--- config.mk ---
export PLATFORM = sky130hd
export DESIGN_NAME = m_axi_dma
export DESIGN_NICKNAME = d
export VERILOG_FILES = /design/src/dma_pkg.sv /design/src/dma_cmd_reg.sv /design/src/dma_burst_sched.sv /design/src/dma_write_data.sv /design/src/dma_read_data.sv /design/src/m_axi_dma.sv
export SDC_FILE = /design/constraint.sdc
export NUM_CORES = 1
export LEC_CHECK = 0
export BUFFER_PORTS_ARGS = -buffer_cell sky130_fd_sc_hd__buf_4
export CAP_MARGIN = 20
export CORE_ASPECT_RATIO = 1.25
export CORE_MARGIN = 8
export CORE_UTILIZATION = 58
export CTS_CLUSTER_DIAMETER = 30
export DETAILED_ROUTE_END_ITERATION = 8
export GPL_TIMING_DRIVEN = 1
export PLACE_DENSITY = 0.83
export REMOVE_ABC_BUFFERS = 1
export SLEW_MARGIN = 40
export SYNTH_ARGS = -nofsm -noshare
export SYNTH_HDL_FRONTEND = slang
export SYNTH_SLANG_ARGS = --single-unit
--- constraint.sdc ---
create_clock -name m_axi_aclk -period 7.3 [get_ports m_axi_aclk]
set_input_delay 0.365 -clock m_axi_aclk [delete_from_list [all_inputs] [get_ports m_axi_aclk]]
set_output_delay 0.365 -clock m_axi_aclk [all_outputs]
set_load 0.01 [all_outputs]
--- src/dma_pkg.sv ---
// dma engine shared definitions
package dma_pkg;

   // bus and command widths
   localparam int ADDR_W = 32;
   localparam int DATA_W = 32;
   localparam int STRB_W = DATA_W / 8;
   localparam int LEN_W  = 16;
   localparam int ID_W   = 1;

   // burst shape
   localparam int BURST_LEN  = 16;
   localparam int BEAT_BYTES = 4;

   // ******************************
   // fixed AXI sideband values
   // ******************************
   localparam logic [2:0] AXI_SIZE       = 3'd2;
   localparam logic [1:0] AXI_BURST_INCR = 2'b01;
   // bufferable and modifiable
   localparam logic [3:0] AXI_CACHE      = 4'b0011;
   localparam logic       AXI_LOCK       = 1'b0;
   localparam logic [2:0] AXI_PROT       = 3'b000;
   localparam logic [3:0] AXI_QOS        = 4'h0;
   localparam logic [ID_W-1:0]   AXI_ID   = '0;
   // all byte lanes written
   localparam logic [STRB_W-1:0] AXI_STRB = '1;

   // payload types
   typedef logic [ADDR_W-1:0] addr_t;
   typedef logic [DATA_W-1:0] data_t;
   typedef logic [LEN_W-1:0]  len_t;
   typedef logic [7:0]        axlen_t;

endpackage

--- src/dma_cmd_reg.sv ---
// dma command register
`timescale 1ns/1ps

module dma_cmd_reg
(
   input  logic           m_axi_aclk,
   input  logic           m_axi_aresetn,
   input  logic           init,
   input  dma_pkg::addr_t addr,
   input  dma_pkg::len_t  len,
   input  logic           cmd_done,
   output logic           cmd_start,
   output dma_pkg::addr_t cmd_addr,
   output dma_pkg::len_t  cmd_len,
   output logic           busy,
   output logic           done
);

   logic init_d;
   logic init_dd;
   logic accept;

   // rising edge of init, only taken while idle
   assign accept = init_d && !init_dd && !busy;

   always_ff @(posedge m_axi_aclk)
   begin
      if (!m_axi_aresetn)
      begin
         init_d    <= 1'b0;
         init_dd   <= 1'b0;
         cmd_start <= 1'b0;
         busy      <= 1'b0;
         done      <= 1'b0;
      end
      else
      begin
         init_d    <= init;
         init_dd   <= init_d;
         cmd_start <= accept;
         done      <= cmd_done;
         if (accept)
            busy <= 1'b1;
         else if (cmd_done)
            busy <= 1'b0;
      end
   end

   // command stays put until the next accepted edge
   always_ff @(posedge m_axi_aclk)
   begin
      if (accept)
      begin
         cmd_addr <= addr;
         cmd_len  <= len;
      end
   end

endmodule

--- src/dma_burst_sched.sv ---
// dma burst scheduler
`timescale 1ns/1ps

module dma_burst_sched
(
   input  logic            m_axi_aclk,
   input  logic            m_axi_aresetn,
   input  logic            cmd_start,
   input  dma_pkg::addr_t  cmd_addr,
   input  dma_pkg::len_t   cmd_len,
   input  logic            ax_ready,
   input  logic            burst_done,
   output logic            ax_valid,
   output dma_pkg::addr_t  ax_addr,
   output dma_pkg::axlen_t ax_len,
   output logic            cmd_done
);

   import dma_pkg::*;

   // beats not yet issued and the address they start at
   len_t  remaining;
   addr_t next_addr;

   // the burst about to go out
   addr_t src_addr;
   len_t  src_len;
   len_t  beats;
   logic  issue;

   assign src_addr = cmd_start ? cmd_addr : next_addr;
   assign src_len  = cmd_start ? cmd_len : remaining;
   assign beats    = (src_len > len_t'(BURST_LEN)) ? len_t'(BURST_LEN) : src_len;

   // first burst on start, later ones once the previous burst has finished
   assign issue    = cmd_start || (burst_done && remaining != '0);
   assign cmd_done = burst_done && remaining == '0;

   always_ff @(posedge m_axi_aclk)
   begin
      if (!m_axi_aresetn)
      begin
         ax_valid  <= 1'b0;
         remaining <= '0;
      end
      else if (issue)
      begin
         ax_valid  <= 1'b1;
         remaining <= src_len - beats;
      end
      else if (ax_valid && ax_ready)
      begin
         ax_valid <= 1'b0;
      end
   end

   // address channel payload, held while valid waits for ready
   always_ff @(posedge m_axi_aclk)
   begin
      if (issue)
      begin
         ax_addr   <= src_addr;
         ax_len    <= axlen_t'(beats - len_t'(1));
         next_addr <= src_addr + addr_t'(beats) * addr_t'(BEAT_BYTES);
      end
   end

endmodule

--- src/dma_write_data.sv ---
// dma write data and response
`timescale 1ns/1ps

module dma_write_data
(
   input  logic            m_axi_aclk,
   input  logic            m_axi_aresetn,
   input  logic            aw_valid,
   input  logic            aw_ready,
   input  dma_pkg::axlen_t aw_len,
   input  dma_pkg::data_t  wr_data,
   input  logic            w_ready,
   input  logic            b_valid,
   input  logic [1:0]      b_resp,
   input  logic            cmd_start,
   output logic            w_valid,
   output logic            w_last,
   output dma_pkg::data_t  w_data,
   output logic            b_ready,
   output logic            wr_ready,
   output logic            wr_err,
   output logic            burst_done
);

   import dma_pkg::*;

   // beats left after the one on the bus
   axlen_t beat_cnt;
   logic   aw_hs;
   logic   w_hs;
   logic   b_hs;

   assign aw_hs = aw_valid && aw_ready;
   assign w_hs  = w_valid && w_ready;
   assign b_hs  = b_valid && b_ready;

   // user word is show-ahead so it drives the bus directly
   assign w_data   = wr_data;
   assign wr_ready = w_hs;

   // ******************************
   // W channel
   // ******************************
   always_ff @(posedge m_axi_aclk)
   begin
      if (!m_axi_aresetn)
      begin
         w_valid  <= 1'b0;
         w_last   <= 1'b0;
         beat_cnt <= '0;
      end
      else if (aw_hs)
      begin
         w_valid  <= 1'b1;
         w_last   <= (aw_len == '0);
         beat_cnt <= aw_len;
      end
      else if (w_hs)
      begin
         if (w_last)
         begin
            w_valid <= 1'b0;
            w_last  <= 1'b0;
         end
         else
         begin
            w_last   <= (beat_cnt == axlen_t'(1));
            beat_cnt <= beat_cnt - axlen_t'(1);
         end
      end
   end

   // ******************************
   // B channel
   // ******************************
   always_ff @(posedge m_axi_aclk)
   begin
      if (!m_axi_aresetn)
      begin
         b_ready    <= 1'b0;
         wr_err     <= 1'b0;
         burst_done <= 1'b0;
      end
      else
      begin
         burst_done <= b_hs;
         if (w_hs && w_last)
            b_ready <= 1'b1;
         else if (b_hs)
            b_ready <= 1'b0;
         // sticky over the whole command
         if (cmd_start)
            wr_err <= 1'b0;
         else if (b_hs && b_resp != 2'b00)
            wr_err <= 1'b1;
      end
   end

endmodule

--- src/dma_read_data.sv ---
// dma read data
`timescale 1ns/1ps

module dma_read_data
(
   input  logic           m_axi_aclk,
   input  logic           m_axi_aresetn,
   input  logic           ar_valid,
   input  logic           ar_ready,
   input  logic           r_valid,
   input  logic           r_last,
   input  dma_pkg::data_t r_data,
   output logic           r_ready,
   output dma_pkg::data_t rd_data,
   output logic           rd_valid,
   output logic           burst_done
);

   logic ar_hs;
   logic r_hs;

   assign ar_hs = ar_valid && ar_ready;
   assign r_hs  = r_valid && r_ready;

   // rready open for exactly one burst
   always_ff @(posedge m_axi_aclk)
   begin
      if (!m_axi_aresetn)
      begin
         r_ready    <= 1'b0;
         rd_valid   <= 1'b0;
         burst_done <= 1'b0;
      end
      else
      begin
         rd_valid   <= r_hs;
         burst_done <= r_hs && r_last;
         if (ar_hs)
            r_ready <= 1'b1;
         else if (r_hs && r_last)
            r_ready <= 1'b0;
      end
   end

   // word to the user alongside the strobe
   always_ff @(posedge m_axi_aclk)
   begin
      if (r_hs)
         rd_data <= r_data;
   end

endmodule

--- src/m_axi_dma.sv ---
// AXI4 master dma engine
`timescale 1ns/1ps

module m_axi_dma
(
   input  logic                       m_axi_aclk,
   input  logic                       m_axi_aresetn,
   // write address channel
   output logic [dma_pkg::ID_W-1:0]   m_axi_awid,
   output dma_pkg::addr_t             m_axi_awaddr,
   output dma_pkg::axlen_t            m_axi_awlen,
   output logic [2:0]                 m_axi_awsize,
   output logic [1:0]                 m_axi_awburst,
   output logic                       m_axi_awlock,
   output logic [3:0]                 m_axi_awcache,
   output logic [2:0]                 m_axi_awprot,
   output logic [3:0]                 m_axi_awqos,
   output logic                       m_axi_awvalid,
   input  logic                       m_axi_awready,
   // write data channel
   output dma_pkg::data_t             m_axi_wdata,
   output logic [dma_pkg::STRB_W-1:0] m_axi_wstrb,
   output logic                       m_axi_wlast,
   output logic                       m_axi_wvalid,
   input  logic                       m_axi_wready,
   // write response channel
   input  logic [dma_pkg::ID_W-1:0]   m_axi_bid,
   input  logic [1:0]                 m_axi_bresp,
   input  logic                       m_axi_bvalid,
   output logic                       m_axi_bready,
   // read address channel
   output logic [dma_pkg::ID_W-1:0]   m_axi_arid,
   output dma_pkg::addr_t             m_axi_araddr,
   output dma_pkg::axlen_t            m_axi_arlen,
   output logic [2:0]                 m_axi_arsize,
   output logic [1:0]                 m_axi_arburst,
   output logic                       m_axi_arlock,
   output logic [3:0]                 m_axi_arcache,
   output logic [2:0]                 m_axi_arprot,
   output logic [3:0]                 m_axi_arqos,
   output logic                       m_axi_arvalid,
   input  logic                       m_axi_arready,
   // read data channel
   input  logic [dma_pkg::ID_W-1:0]   m_axi_rid,
   input  dma_pkg::data_t             m_axi_rdata,
   input  logic [1:0]                 m_axi_rresp,
   input  logic                       m_axi_rlast,
   input  logic                       m_axi_rvalid,
   output logic                       m_axi_rready,
   // user write side
   input  dma_pkg::addr_t             dma_wraddr,
   input  dma_pkg::len_t              dma_wrlen,
   input  logic                       dma_wrinit,
   input  dma_pkg::data_t             dma_wrdata,
   output logic                       dma_wrready,
   output logic                       dma_wrbusy,
   output logic                       dma_wrdone,
   output logic                       dma_wrerr,
   // user read side
   input  dma_pkg::addr_t             dma_rdaddr,
   input  dma_pkg::len_t              dma_rdlen,
   input  logic                       dma_rdinit,
   output dma_pkg::data_t             dma_rddata,
   output logic                       dma_rdvalid,
   output logic                       dma_rdbusy,
   output logic                       dma_rddone
);

   import dma_pkg::*;

   logic  wr_cmd_start;
   addr_t wr_cmd_addr;
   len_t  wr_cmd_len;
   logic  wr_cmd_done;
   logic  wr_burst_done;
   logic  rd_cmd_start;
   addr_t rd_cmd_addr;
   len_t  rd_cmd_len;
   logic  rd_cmd_done;
   logic  rd_burst_done;

   // ******************************
   // fixed sideband
   // ******************************
   assign m_axi_awid    = AXI_ID;
   assign m_axi_awsize  = AXI_SIZE;
   assign m_axi_awburst = AXI_BURST_INCR;
   assign m_axi_awlock  = AXI_LOCK;
   assign m_axi_awcache = AXI_CACHE;
   assign m_axi_awprot  = AXI_PROT;
   assign m_axi_awqos   = AXI_QOS;
   assign m_axi_wstrb   = AXI_STRB;
   assign m_axi_arid    = AXI_ID;
   assign m_axi_arsize  = AXI_SIZE;
   assign m_axi_arburst = AXI_BURST_INCR;
   assign m_axi_arlock  = AXI_LOCK;
   assign m_axi_arcache = AXI_CACHE;
   assign m_axi_arprot  = AXI_PROT;
   assign m_axi_arqos   = AXI_QOS;

   // ******************************
   // write direction
   // ******************************
   dma_cmd_reg u_wr_cmd
   (
      .m_axi_aclk,
      .m_axi_aresetn,
      .init      (dma_wrinit),
      .addr      (dma_wraddr),
      .len       (dma_wrlen),
      .cmd_done  (wr_cmd_done),
      .cmd_start (wr_cmd_start),
      .cmd_addr  (wr_cmd_addr),
      .cmd_len   (wr_cmd_len),
      .busy      (dma_wrbusy),
      .done      (dma_wrdone)
   );

   dma_burst_sched u_wr_sched
   (
      .m_axi_aclk,
      .m_axi_aresetn,
      .cmd_start  (wr_cmd_start),
      .cmd_addr   (wr_cmd_addr),
      .cmd_len    (wr_cmd_len),
      .ax_ready   (m_axi_awready),
      .burst_done (wr_burst_done),
      .ax_valid   (m_axi_awvalid),
      .ax_addr    (m_axi_awaddr),
      .ax_len     (m_axi_awlen),
      .cmd_done   (wr_cmd_done)
   );

   dma_write_data u_wr_data
   (
      .m_axi_aclk,
      .m_axi_aresetn,
      .aw_valid   (m_axi_awvalid),
      .aw_ready   (m_axi_awready),
      .aw_len     (m_axi_awlen),
      .wr_data    (dma_wrdata),
      .w_ready    (m_axi_wready),
      .b_valid    (m_axi_bvalid),
      .b_resp     (m_axi_bresp),
      .cmd_start  (wr_cmd_start),
      .w_valid    (m_axi_wvalid),
      .w_last     (m_axi_wlast),
      .w_data     (m_axi_wdata),
      .b_ready    (m_axi_bready),
      .wr_ready   (dma_wrready),
      .wr_err     (dma_wrerr),
      .burst_done (wr_burst_done)
   );

   // ******************************
   // read direction
   // ******************************
   dma_cmd_reg u_rd_cmd
   (
      .m_axi_aclk,
      .m_axi_aresetn,
      .init      (dma_rdinit),
      .addr      (dma_rdaddr),
      .len       (dma_rdlen),
      .cmd_done  (rd_cmd_done),
      .cmd_start (rd_cmd_start),
      .cmd_addr  (rd_cmd_addr),
      .cmd_len   (rd_cmd_len),
      .busy      (dma_rdbusy),
      .done      (dma_rddone)
   );

   dma_burst_sched u_rd_sched
   (
      .m_axi_aclk,
      .m_axi_aresetn,
      .cmd_start  (rd_cmd_start),
      .cmd_addr   (rd_cmd_addr),
      .cmd_len    (rd_cmd_len),
      .ax_ready   (m_axi_arready),
      .burst_done (rd_burst_done),
      .ax_valid   (m_axi_arvalid),
      .ax_addr    (m_axi_araddr),
      .ax_len     (m_axi_arlen),
      .cmd_done   (rd_cmd_done)
   );

   dma_read_data u_rd_data
   (
      .m_axi_aclk,
      .m_axi_aresetn,
      .ar_valid   (m_axi_arvalid),
      .ar_ready   (m_axi_arready),
      .r_valid    (m_axi_rvalid),
      .r_last     (m_axi_rlast),
      .r_data     (m_axi_rdata),
      .r_ready    (m_axi_rready),
      .rd_data    (dma_rddata),
      .rd_valid   (dma_rdvalid),
      .burst_done (rd_burst_done)
   );

endmodule

==> results.py, run 1 <==
metrics = {
    "yosys": {
        "ys.flop_type": "edfxtp_1",
        "synth_top_area_frac": 0.520,
        "synth_cell_type_count": 79,
        "netlist_top_cells_area": "edfxtp_1, dfxtp_1, mux2_2",
        "synth_common_cells": "edfxtp_1, nor2_1, buf_4, nand2_1, a21oi_1",
        "synth.most_common_cell": "edfxtp_1",
        "yosys.area.top_type": "edfxtp_1",
        "synthArstFlopShare": 0,
        "synth_cells": 1237,
        "synth-seq-area-share": 0.598,
        "syn_area_mm2": 0.0155,
        "synth_edf_count": 268,
        "yosys_warnings": 0,
        "ys_ff_latch": 328,
        "syn_avg_cell_area_um2": 12.5,
    },
    "setup_path": {
        "start_kind": "register",
        "critPathArrivalTime_ns": 5.42,
        "cp_max_fo": 52,
        "r2r_start": "u_rd_cmd.cmd_start$_SDFF_PN0_",
        "worstPathRequired_ns": 7.62,
        "endpoint_kind": "register",
        "startpoint": "u_rd_cmd.cmd_start$_SDFF_PN0_",
        "cp_cell_sequence": "buf_4 > mux2i_1 > o21a_1 > o221ai_1 > buf_4 > a21oi_1 > ha_1 > ha_1 > a21oi_1 > o211ai_1 > a21oi_1 > o21ai_1 > a41o_1 > nand3b_1 > xnor2_1",
        "slowest_delay_ns": 0.53,
        "slowest_stage": "buf_4",
        "path_class": "register to register",
        "crit_top_cell": "a21oi_1",
    },
    "global_route": {
        "grt_max_degree": 76,
        "grt_pass1_wl_um": 70200,
        "antenna_found_initial": 1,
        "grt_usage": 0.279,
        "grt_pass1_vias": 12500,
        "grt-ovfl-total": 0,
    },
    "cells_and_area": {
        "fill_cells": 1443,
        "area_growth_pct": 33.8,
        "drive_gt1_frac": 0.273,
        "final_cells": 2034,
        "final_nets": 1855,
    },
    "route": {
        "drc": 0,
        "dr_total_vias": 12000,
        "dr.first_iter.drc_count": 1160,
        "post_drt_via_cell_ratio": 5.89,
        "wl_um": 45900,
        "drt-pass1-iter-count": 6,
        "avgRoutedWirePerCell_um": 22.6,
        "antenna_left": 0,
    },
    "timing": {
        "period_needed_ns": 5.11,
        "tightest_slew_ns": 0.795,
        "relSlewSlack": 0.470,
        "hold_ws_ns": 0.0210,
        "setup_viol_count_final": 0,
        "timing.final.ws_setup_ns": 2.19,
        "max_freq_ghz": 0.196,
        "fin_skew_ns": 0.0228,
        "drv_slew": 0,
        "timing.final.crit_share": 0.699,
        "finalHoldViolCount": 0,
        "rsz0062_at_grt": "no",
        "finalSetupTns_ns": 0,
    },
    "power_and_ir_drop": {
        "p_per_area_mw_per_mm2": 269,
        "ir_worst_vdd_mv": 0.240,
        "p_leak_uw": 0.00807,
        "finalPower_uw": 5580,
    },
    "clock_network": {
        "cts_resized": 0,
        "post_cts_buffers": 0,
        "clockRootBuffer": "clkbuf_16",
        "clk_latency_ns": 0.57,
        "cts_tree": "built",
        "cts_sinks": 328,
        "htree_levels": 2,
        "cts.clk_slew.worst_paths_ns": 0.06,
        "cts_buffers": 55,
        "cts.path.max_buffers": 3,
    },
    "floorplanning": {
        "dieWidth_um": 162,
        "dieArea_mm2": 0.0322,
        "ios": 373,
        "die_h_um": 199,
        "start_util": 0.582,
        "rows": 67,
        "core_area_mm2": 0.0266,
    },
    "placement": {
        "io_buffers": 264,
        "globalplace.congestion": 0.883,
        "dp_hpwl_um": 26800,
        "placedCellCount": 1800,
        "pre_cts_ws_ns": 2.60,
    },
    "run": {
        "drv_cap": 0,
    },
    "min_path": {
        "hp-class": "input pin to register",
        "holdCritStartpoint": "dma_wrinit",
    },
    "run_status": {
        "outcome": "finished, final reports clean",
    },
}
[layer usage]
| metal | global-route usage | part of all wire |
|---|---|---|
| met5 | 0.0203 | 0.0014 |
| met4 | 0.136 | 0.049 |
| met3 | 0.0855 | 0.095 |
| met2 | 0.492 | 0.51 |
| met1 | 0.298 | 0.34 |
[area by class of cell]
cell class	instances	area (µm²)	share of cell area
diodes	1	2.50	0.000121
clock buffers	59	1460	0.0703
clock inverters	44	459	0.0222
inverters	32	120	0.00580
multi-input cells	821	5620	0.271
flip-flops and latches	328	9250	0.447
well taps	345	432	0.0208
repair buffers	404	3370	0.163
[path summary, 6_finish.rpt]
kind	to	slack, ns	depth (start not counted)
worst max-delay path	u_rd_sched.next_addr[26]$_DFFE_PP_	2.19	15
worst min-delay path	u_wr_cmd.init_d$_SDFF_PN0_	0.02	2
worst max register to register	u_rd_sched.next_addr[26]$_DFFE_PP_	2.19	15
worst min register to register	u_wr_sched.next_addr[1]$_DFFE_PP_	0.41	0
[sequential cells by signal, summed over array words and instances (netlist names), 8 cells and up]
register / cells
u_wr_cmd.cmd_len: 16
u_rd_data.rd_data: 32
u_wr_sched.ax_addr: 30
u_wr_cmd.cmd_addr: 32
u_rd_sched.ax_len: 8
u_rd_sched.ax_addr: 30
u_rd_cmd.cmd_addr: 32
u_wr_sched.ax_len: 8
u_rd_sched.next_addr: 32
u_wr_data.beat_cnt: 8
u_wr_sched.next_addr: 32
u_rd_cmd.cmd_len: 16
u_rd_sched.remaining: 16
u_wr_sched.remaining: 16
[placed cells by master (no fill, tap or decap), types with 19 or more instances in the layout]
master / n
xnor2_1: 60
o21ai_0: 27
edfxtp_1: 268
inv_1: 30
nor3_1: 33
nand3_1: 22
conb_1: 63
dfxtp_1: 58
xor2_1: 32
buf_4: 273
a21o_1: 19
a21oi_1: 61
dlygate4sd3_1: 129
ha_1: 37
mux2_2: 57
clkbuf_16: 58
nor2_1: 83
mux2i_1: 20
nand2_1: 71
a211oi_1: 21
[kinds of logic (layout without fill, tap and decap cells)]
kind of cell / count (synthesis) / count (layout) / share of synthesized area
adders and majority gates: 37 / 37 / 0.0299
and+or+nand+nor: 330 / 330 / 0.109
other: 2 / 64 / 0.000485
buffers and inverters: 149 / 539 / 0.0556
AOI/OAI and AO/OA: 222 / 222 / 0.101
DFF: 328 / 328 / 0.598
xor gates and xnor gates: 92 / 92 / 0.0521
muxes: 77 / 77 / 0.0544
[per-stage QoR]
stage	area (µm²)	util
after floorplan	15000	-
after global placement	17500	0.657
after detailed placement	17500	0.658
after CTS	20700	0.778
after global routing	20700	0.779
final	20700	0.779
[worst max-delay path, delay by kind of cell, from the launching register on]
family / cells / cell delay (ns)
and+or+nand+nor: 1 / 0.18
muxes: 1 / 0.52
adders and majority gates: 2 / 0.65
AOI/OAI and AO/OA: 8 / 2.17
xor gates and xnor gates: 1 / 0.16
DFF: 1 / 0.31
buffers and inverters: 2 / 0.85
[what timing repair did]
action | in CTS | in global routing
endpoints found under the hold margin | 129 | 0
hold buffers | 129 | 0
setup endpoints to repair | 0 | 0
[where the power goes]
group	switching (µW)	leakage, µW	internal, µW	total, µW
clock	1020	0.000940	1660	2680
sequential	45.8	0.00295	2120	2170
combinational	416	0.00418	318	734
total	1480	0.00807	4100	5580
Note: power is estimated with default switching activity, not from simulation.
==> inputs of run 2 (changes only) <==
- ABC_AREA: unset -> 1
- CORE_UTILIZATION: 58 -> 55
- PLACE_DENSITY: 0.83 -> 0.78
- clock period: 7.3 -> 5.26 ns (I/O delays scaled with it)
==> run 2 against run 1 <==
Effect of this change:
- total power increased by 40%
- global-route usage decreased by 1.2 points
- final area increased by 4.8%
- routed wire length increased by 5.5%
- area after synthesis increased by 5.3%
- synthesized cell count increased by 39%
- register-to-register slack got worse by 0.82 ns
- critical path type unchanged
==> results.py, run 2 <==
metrics = {
    "setup_path": {
        "startpoint": "u_rd_cmd.cmd_start$_SDFF_PN0_",
        "critPathArrivalTime_ns": 4.19,
        "r2r_start": "u_rd_cmd.cmd_start$_SDFF_PN0_",
        "endpoint_kind": "register",
        "start_kind": "register",
        "cp_max_fo": 46,
        "worstPathRequired_ns": 5.57,
        "path_class": "register to register",
    },
    "floorplanning": {
        "dieArea_mm2": 0.0354,
        "rows": 70,
        "ios": 373,
        "core_area_mm2": 0.0293,
        "start_util": 0.557,
        "dieWidth_um": 170,
        "die_h_um": 208,
    },
    "cells_and_area": {
        "final_area_mm2": 0.0217,
        "mostFrequentLayoutCells": "nand2_1, buf_4, edfxtp_1",
        "area_growth_pct": 33.2,
        "multi_input_area_mm2": 0.00573,
        "final_cells": 2580,
        "register_area_mm2": 0.00925,
        "antenna_cells": 0,
        "fill_cells": 1995,
        "layout_commonest_cell": "nand2_1",
        "drive_gt1_frac": 0.221,
        "final_nets": 2348,
    },
    "yosys": {
        "netlist_top_cells_area": "edfxtp_1, nand2_1, dfxtp_1",
        "synth.most_common_cell": "nand2_1",
        "ys.flop_type": "edfxtp_1",
        "syn_avg_cell_area_um2": 9.48,
        "synth_top_area_frac": 0.494,
        "syn_area_mm2": 0.0163,
        "ys_ff_latch": 328,
        "synth_common_cells": "nand2_1, edfxtp_1, inv_1, nor2_1, buf_4",
        "synth-seq-area-share": 0.568,
        "yosys.area.top_type": "edfxtp_1",
        "synth_edf_count": 268,
        "synth_cells": 1719,
        "yosys_warnings": 0,
        "synthArstFlopShare": 0,
        "synth_cell_type_count": 50,
    },
    "clock_network": {
        "clk_latency_ns": 0.57,
        "cts_buffers": 58,
        "postCtsHoldBufs": 136,
        "cts_sinks": 328,
        "clockRootBuffer": "clkbuf_16",
        "cts.path.max_buffers": 3,
        "post_cts_buffers": 0,
        "cts_tree": "built",
        "cts_resized": 0,
        "cts.clk_slew.worst_paths_ns": 0.07,
        "htree_levels": 2,
    },
    "route": {
        "avgRoutedWirePerCell_um": 18.8,
        "wl_um": 48400,
        "drt-pass1-iter-count": 5,
        "drc": 0,
        "antenna_left": 0,
        "dr_total_vias": 13500,
        "post_drt_via_cell_ratio": 5.22,
        "dr.first_iter.drc_count": 993,
    },
    "timing": {
        "timing.final.crit_share": 0.738,
        "tightest_slew_ns": 0.828,
        "relSlewSlack": 0.448,
        "period_needed_ns": 3.88,
        "fin_skew_ns": 0.0148,
        "drv_slew": 0,
        "rsz0062_at_grt": "no",
        "setup_viol_count_final": 0,
        "finalSetupTns_ns": 0,
        "max_freq_ghz": 0.257,
        "finalHoldViolCount": 0,
    },
    "power_and_ir_drop": {
        "p_leak_uw": 0.00956,
        "ir_worst_vdd_mv": 0.279,
        "p_per_area_mw_per_mm2": 360,
    },
    "run_status": {
        "outcome": "finished, final reports clean",
    },
    "min_path": {
        "hp-class": "input pin to register",
        "holdCritStartpoint": "m_axi_aresetn",
    },
    "global_route": {
        "grt-ovfl-total": 0,
        "grt_max_degree": 92,
        "grt_pass1_vias": 13900,
        "grt_usage": 0.267,
        "antenna_found_initial": 0,
        "grt_pass1_wl_um": 74300,
    },
    "placement": {
        "globalplace.congestion": 0.916,
        "dp_hpwl_um": 31300,
        "placedCellCount": 2335,
        "placed_cell_area_mm2": 0.0183,
        "io_buffers": 264,
    },
    "run": {
        "drv_cap": 0,
    },
}
==> run 2: changes by cell type after synthesis, moves of 25 or more <==
cell / delta
o21ai_0: +51
nand3_1: +54
nor2_1: +39
nand2_1: +349
mux2_2: -57
nand2_2: +25
inv_1: +176
or2_2: +30
xnor2_1: -49
==> run 2: cell families after synthesis <==
family / share of synthesized area
buf+inv: 0.0970
simple gates: 0.208
fa+ha+maj: 0.0284
flops: 0.568
xor+xnor: 0.0279
other cells: 0.000461
compound gates: 0.0706
==> run 2: final cells by class <==
type	count	area share
Sequential cell	328	0.426
Multi-Input combinational cell	1124	0.264
Timing Repair Buffer	406	0.156
Clock buffer	62	0.0685
Inverter	217	0.0376
Clock inverter	47	0.0250
Tap cell	396	0.0228
==> run 2: where the power goes <==
part / switching (µW) / internal (µW)
logic: 615 / 387
registers: 40.9 / 2940
clock network: 1460 / 2370
total: 2120 / 5700
==> run 2: path summary, 6_finish.rpt <==
kind | end | slack, ns | cells past startpoint
worst max-delay path | u_rd_sched.next_addr[20]$_DFFE_PP_ | 1.38 | 15
worst min-delay path | u_wr_cmd.init_d$_SDFF_PN0_ | 0.12 | 3
worst max register to register | u_rd_sched.next_addr[20]$_DFFE_PP_ | 1.38 | 15
worst min register to register | u_rd_sched.next_addr[1]$_DFFE_PP_ | 0.43 | 0
==> run 2: stage by stage <==
stage	total power [µW]	setup WS, ns	util	hold slack, ns
6_report	7820	1.38	0.742	0.121
5_1_grt	8080	1.02	0.742	0.112
4_1_cts	7790	1.37	0.742	0.0801
3_5_place_dp	3900	1.40	0.626	0.417
3_3_place_gp	3880	1.40	0.626	0.402
2_1_floorplan	3620	0.604	-	0.356
==> run 2: critical path, cell delays in order (launching register included) <==
cell      delay (ns)
dfxtp_2         0.33
clkinv_2        0.54
nand2_1         0.35
nand2_1         0.14
nor2_1          0.15
nand2_1         0.16
nand2_2         0.12
nand3_2         0.17
a21oi_1         0.32
ha_1            0.36
a21oi_1         0.23
o21ai_0         0.12
a21o_2          0.24
nand2_1         0.14
o21bai_4        0.10
xor2_1          0.15
==> run 2: metal layers <==
metal  wire [µm]  GRT usage
met1       17600      0.284
met2       24500      0.466
met3        4310     0.0905
met4        1880      0.118
met5         144     0.0333
==> inputs of run 3 (changes only) <==
- CORE_UTILIZATION: 55 -> 49
- PLACE_DENSITY: 0.78 -> 0.73
- clock period: 5.26 -> 3.5 ns (I/O delays scaled with it)
==> run 3 against run 2 <==
Effect of this change:
- combinational power increased by 52%
- sequential share of layout area shrank 0.97 points
- core utilization shrank 6.2 points
- cell count grew 2.2%
- total power grew 61%
- clock skew rose by 0.0059 ns
- via count decreased by 1.1%
- clock power increased by 71%
- fmax is 19% higher
- hold slack got worse by 0.071 ns
- critical endpoint is now u_wr_sched.next_addr[28]$_DFFE_PP_
- largest power group unchanged
==> results.py, run 3 (same netlist as run 2, synthesis figures left out) <==
metrics = {
    "run_status": {
        "outcome": "finished, final reports clean",
    },
    "global_route": {
        "use_met3": 0.0716,
        "grt_usage": 0.243,
        "grt_pass1_vias": 13900,
        "antenna_found_initial": 1,
        "gr-usage-met1": 0.278,
        "grt_pass1_wl_um": 74500,
        "grt-busiest-layer": "met2",
        "grt-ovfl-total": 0,
        "grt_max_degree": 50,
        "grtUsageMet2": 0.419,
    },
    "power_and_ir_drop": {
        "p_per_area_mw_per_mm2": 566,
        "p_leak_uw": 0.00981,
        "p_sw_uw": 3200,
        "power.internal_uw": 9380,
        "comb_power_share": 0.121,
        "ir_worst_vdd_mv": 0.491,
        "swShare": 0.255,
        "pwr-share-seq": 0.357,
        "clkPwrFrac": 0.522,
    },
    "timing": {
        "drv_slew": 0,
        "fin_skew_ns": 0.0207,
        "relSlewSlack": 0.484,
        "finalHoldViolCount": 0,
        "timing.final.crit_share": 0.932,
        "rsz0062_at_grt": "no",
        "hold_ws_ns": 0.0504,
        "period_needed_ns": 3.26,
        "max_freq_ghz": 0.307,
        "tightest_slew_ns": 0.774,
        "setup_viol_count_final": 0,
    },
    "clock_network": {
        "cts_sinks": 328,
        "cts.clk_slew.worst_paths_ns": 0.05,
        "cts_buffers": 69,
        "cts_tree": "built",
        "htree_levels": 3,
        "cts.path.max_buffers": 3,
        "clk_latency_ns": 0.57,
        "clockRootBuffer": "clkbuf_16",
    },
    "setup_path": {
        "path_class": "register to register",
        "worstPathRequired_ns": 3.82,
        "slowest_delay_ns": 0.40,
        "r2r_start": "u_wr_cmd.cmd_start$_SDFF_PN0_",
        "reg2reg_depth": 17,
        "endpoint_kind": "register",
        "r2r-end": "u_wr_sched.next_addr[28]$_DFFE_PP_",
        "cp_cell_sequence": "inv_4 > nand2_1 > nand2_1 > inv_1 > nor2_1 > inv_1 > nor3_1 > nand3_1 > ha_1 > nand2_1 > o21ai_0 > a21oi_1 > or2_2 > nand3_1 > nand2_1 > xor2_1 > inv_1",
        "cp_max_fo": 18,
        "start_kind": "register",
        "critPathArrivalTime_ns": 3.58,
        "crit_top_cell": "nand2_1",
        "ff2ff_setup_slack_ns": 0.24,
        "slowest_stage": "dfxtp_4",
    },
    "cells_and_area": {
        "final_cells": 2636,
        "final_nets": 2374,
        "mostFrequentLayoutCells": "nand2_1, buf_4, edfxtp_1",
        "final_area_mm2": 0.0222,
        "area_growth_pct": 36.4,
        "drive_gt1_frac": 0.226,
        "multi_input_area_mm2": 0.00574,
        "layout_commonest_cell": "nand2_1",
        "fill_cells": 2399,
        "register_area_mm2": 0.00926,
    },
    "route": {
        "post_drt_via_cell_ratio": 5.06,
        "avgRoutedWirePerCell_um": 18.2,
        "dr_total_vias": 13300,
        "dr.first_iter.drc_count": 881,
        "drc": 0,
        "antenna_left": 0,
        "wl_um": 48000,
        "drt-pass1-iter-count": 5,
    },
    "floorplanning": {
        "start_util": 0.499,
        "rows": 74,
        "dieWidth_um": 179,
        "die_h_um": 220,
        "dieArea_mm2": 0.0394,
        "ios": 373,
        "core_area_mm2": 0.0327,
    },
    "min_path": {
        "holdCritStartpoint": "m_axi_awready",
        "hold_end": "u_wr_data.w_valid$_SDFFE_PN0P_",
        "holdPathStages": 3,
        "hp-class": "input pin to register",
    },
    "run": {
        "drv_cap": 0,
    },
    "placement": {
        "dp_hpwl_um": 32900,
        "io_buffers": 264,
        "placedCellCount": 2372,
        "globalplace.congestion": 0.983,
        "placed_cell_area_mm2": 0.0185,
    },
}
-- run 3: cell count changes in the layout (fill, tap and decap cells not counted), sizes merged --
cell and change:
buf +15, clkinv +10, clkbuf +19, clkinvlp -3
inv -11, bufinv +3, diode +1
-- run 3: worst max-delay path by stage --
stage / cells after the start / slack, ns / startpoint / end
floorplan: 5 / -1.16 / u_wr_cmd.cmd_start$_SDFF_PN0_ / u_wr_sched.remaining[13]$_SDFFE_PN0P_
global placement: 16 / 0.16 / u_wr_cmd.cmd_start$_SDFF_PN0_ / u_wr_sched.next_addr[28]$_DFFE_PP_
detailed placement: 17 / 0.14 / u_wr_cmd.cmd_start$_SDFF_PN0_ / u_wr_sched.next_addr[28]$_DFFE_PP_
CTS: 17 / 0.11 / u_wr_cmd.cmd_start$_SDFF_PN0_ / u_wr_sched.next_addr[28]$_DFFE_PP_
global route: 19 / 0.02 / u_wr_cmd.cmd_start$_SDFF_PN0_ / u_wr_sched.next_addr[29]$_DFFE_PP_
finish: 17 / 0.24 / u_wr_cmd.cmd_start$_SDFF_PN0_ / u_wr_sched.next_addr[28]$_DFFE_PP_
-- run 3: layout make-up --
cell class / count / area share
flip-flops and latches: 328 / 0.416
multi-input cells: 1124 / 0.258
repair buffers: 421 / 0.158
clock buffers: 81 / 0.0816
inverters: 217 / 0.0369
clock inverters: 46 / 0.0250
well taps: 418 / 0.0235
diodes: 1 / 0.000113
-- run 3: what timing repair did --
action | CTS | global route
gates resized for setup | 0 | 8
setup buffers | 0 | 0
hold endpoints to repair | 136 | 0
hold buffers | 136 | 0
setup endpoints to repair | 0 | 24
-- run 3: metal layers --
metal | up-vias | wire [µm]
li1 | 6486 | -
met1 | 6240 | 18400
met2 | 497 | 24100
met3 | 108 | 3890
met4 | 2 | 1420
met5 | - | 138
-- run 3: critical path, delay by kind of cell, from the launching register on --
family,cells,cell delay [ns]
AO/OA/AOI/OAI,2,0.29
AND/OR/NAND/NOR,9,1.32
buffers and inverters,4,0.43
adder cells (fa/ha/maj),1,0.39
XOR/XNOR,1,0.17
flip-flops,1,0.40
-- run 3: per-stage QoR --
step / worst slack, ns / setup TNS, ns / util / total power (µW)
after floorplan: -1.16 / -179.76 / - / 5440
after global placement: 0.162 / 0 / 0.565 / 5870
after detailed placement: 0.137 / 0 / 0.565 / 5890
after CTS: 0.111 / 0 / 0.679 / 12600
after global routing: 0.0190 / 0 / 0.680 / 13100
final: 0.240 / 0 / 0.680 / 12600
-- run 3: power by group through the flow --
stage / Sequential (µW) / Combinational, µW / Clock (µW)
final: 4490 / 1520 / 6570
after global routing: 4500 / 1690 / 6860
after CTS: 4490 / 1480 / 6650
after detailed placement: 4560 / 1340 / 0
after global placement: 4550 / 1320 / 0
after floorplan: 4570 / 865 / 0
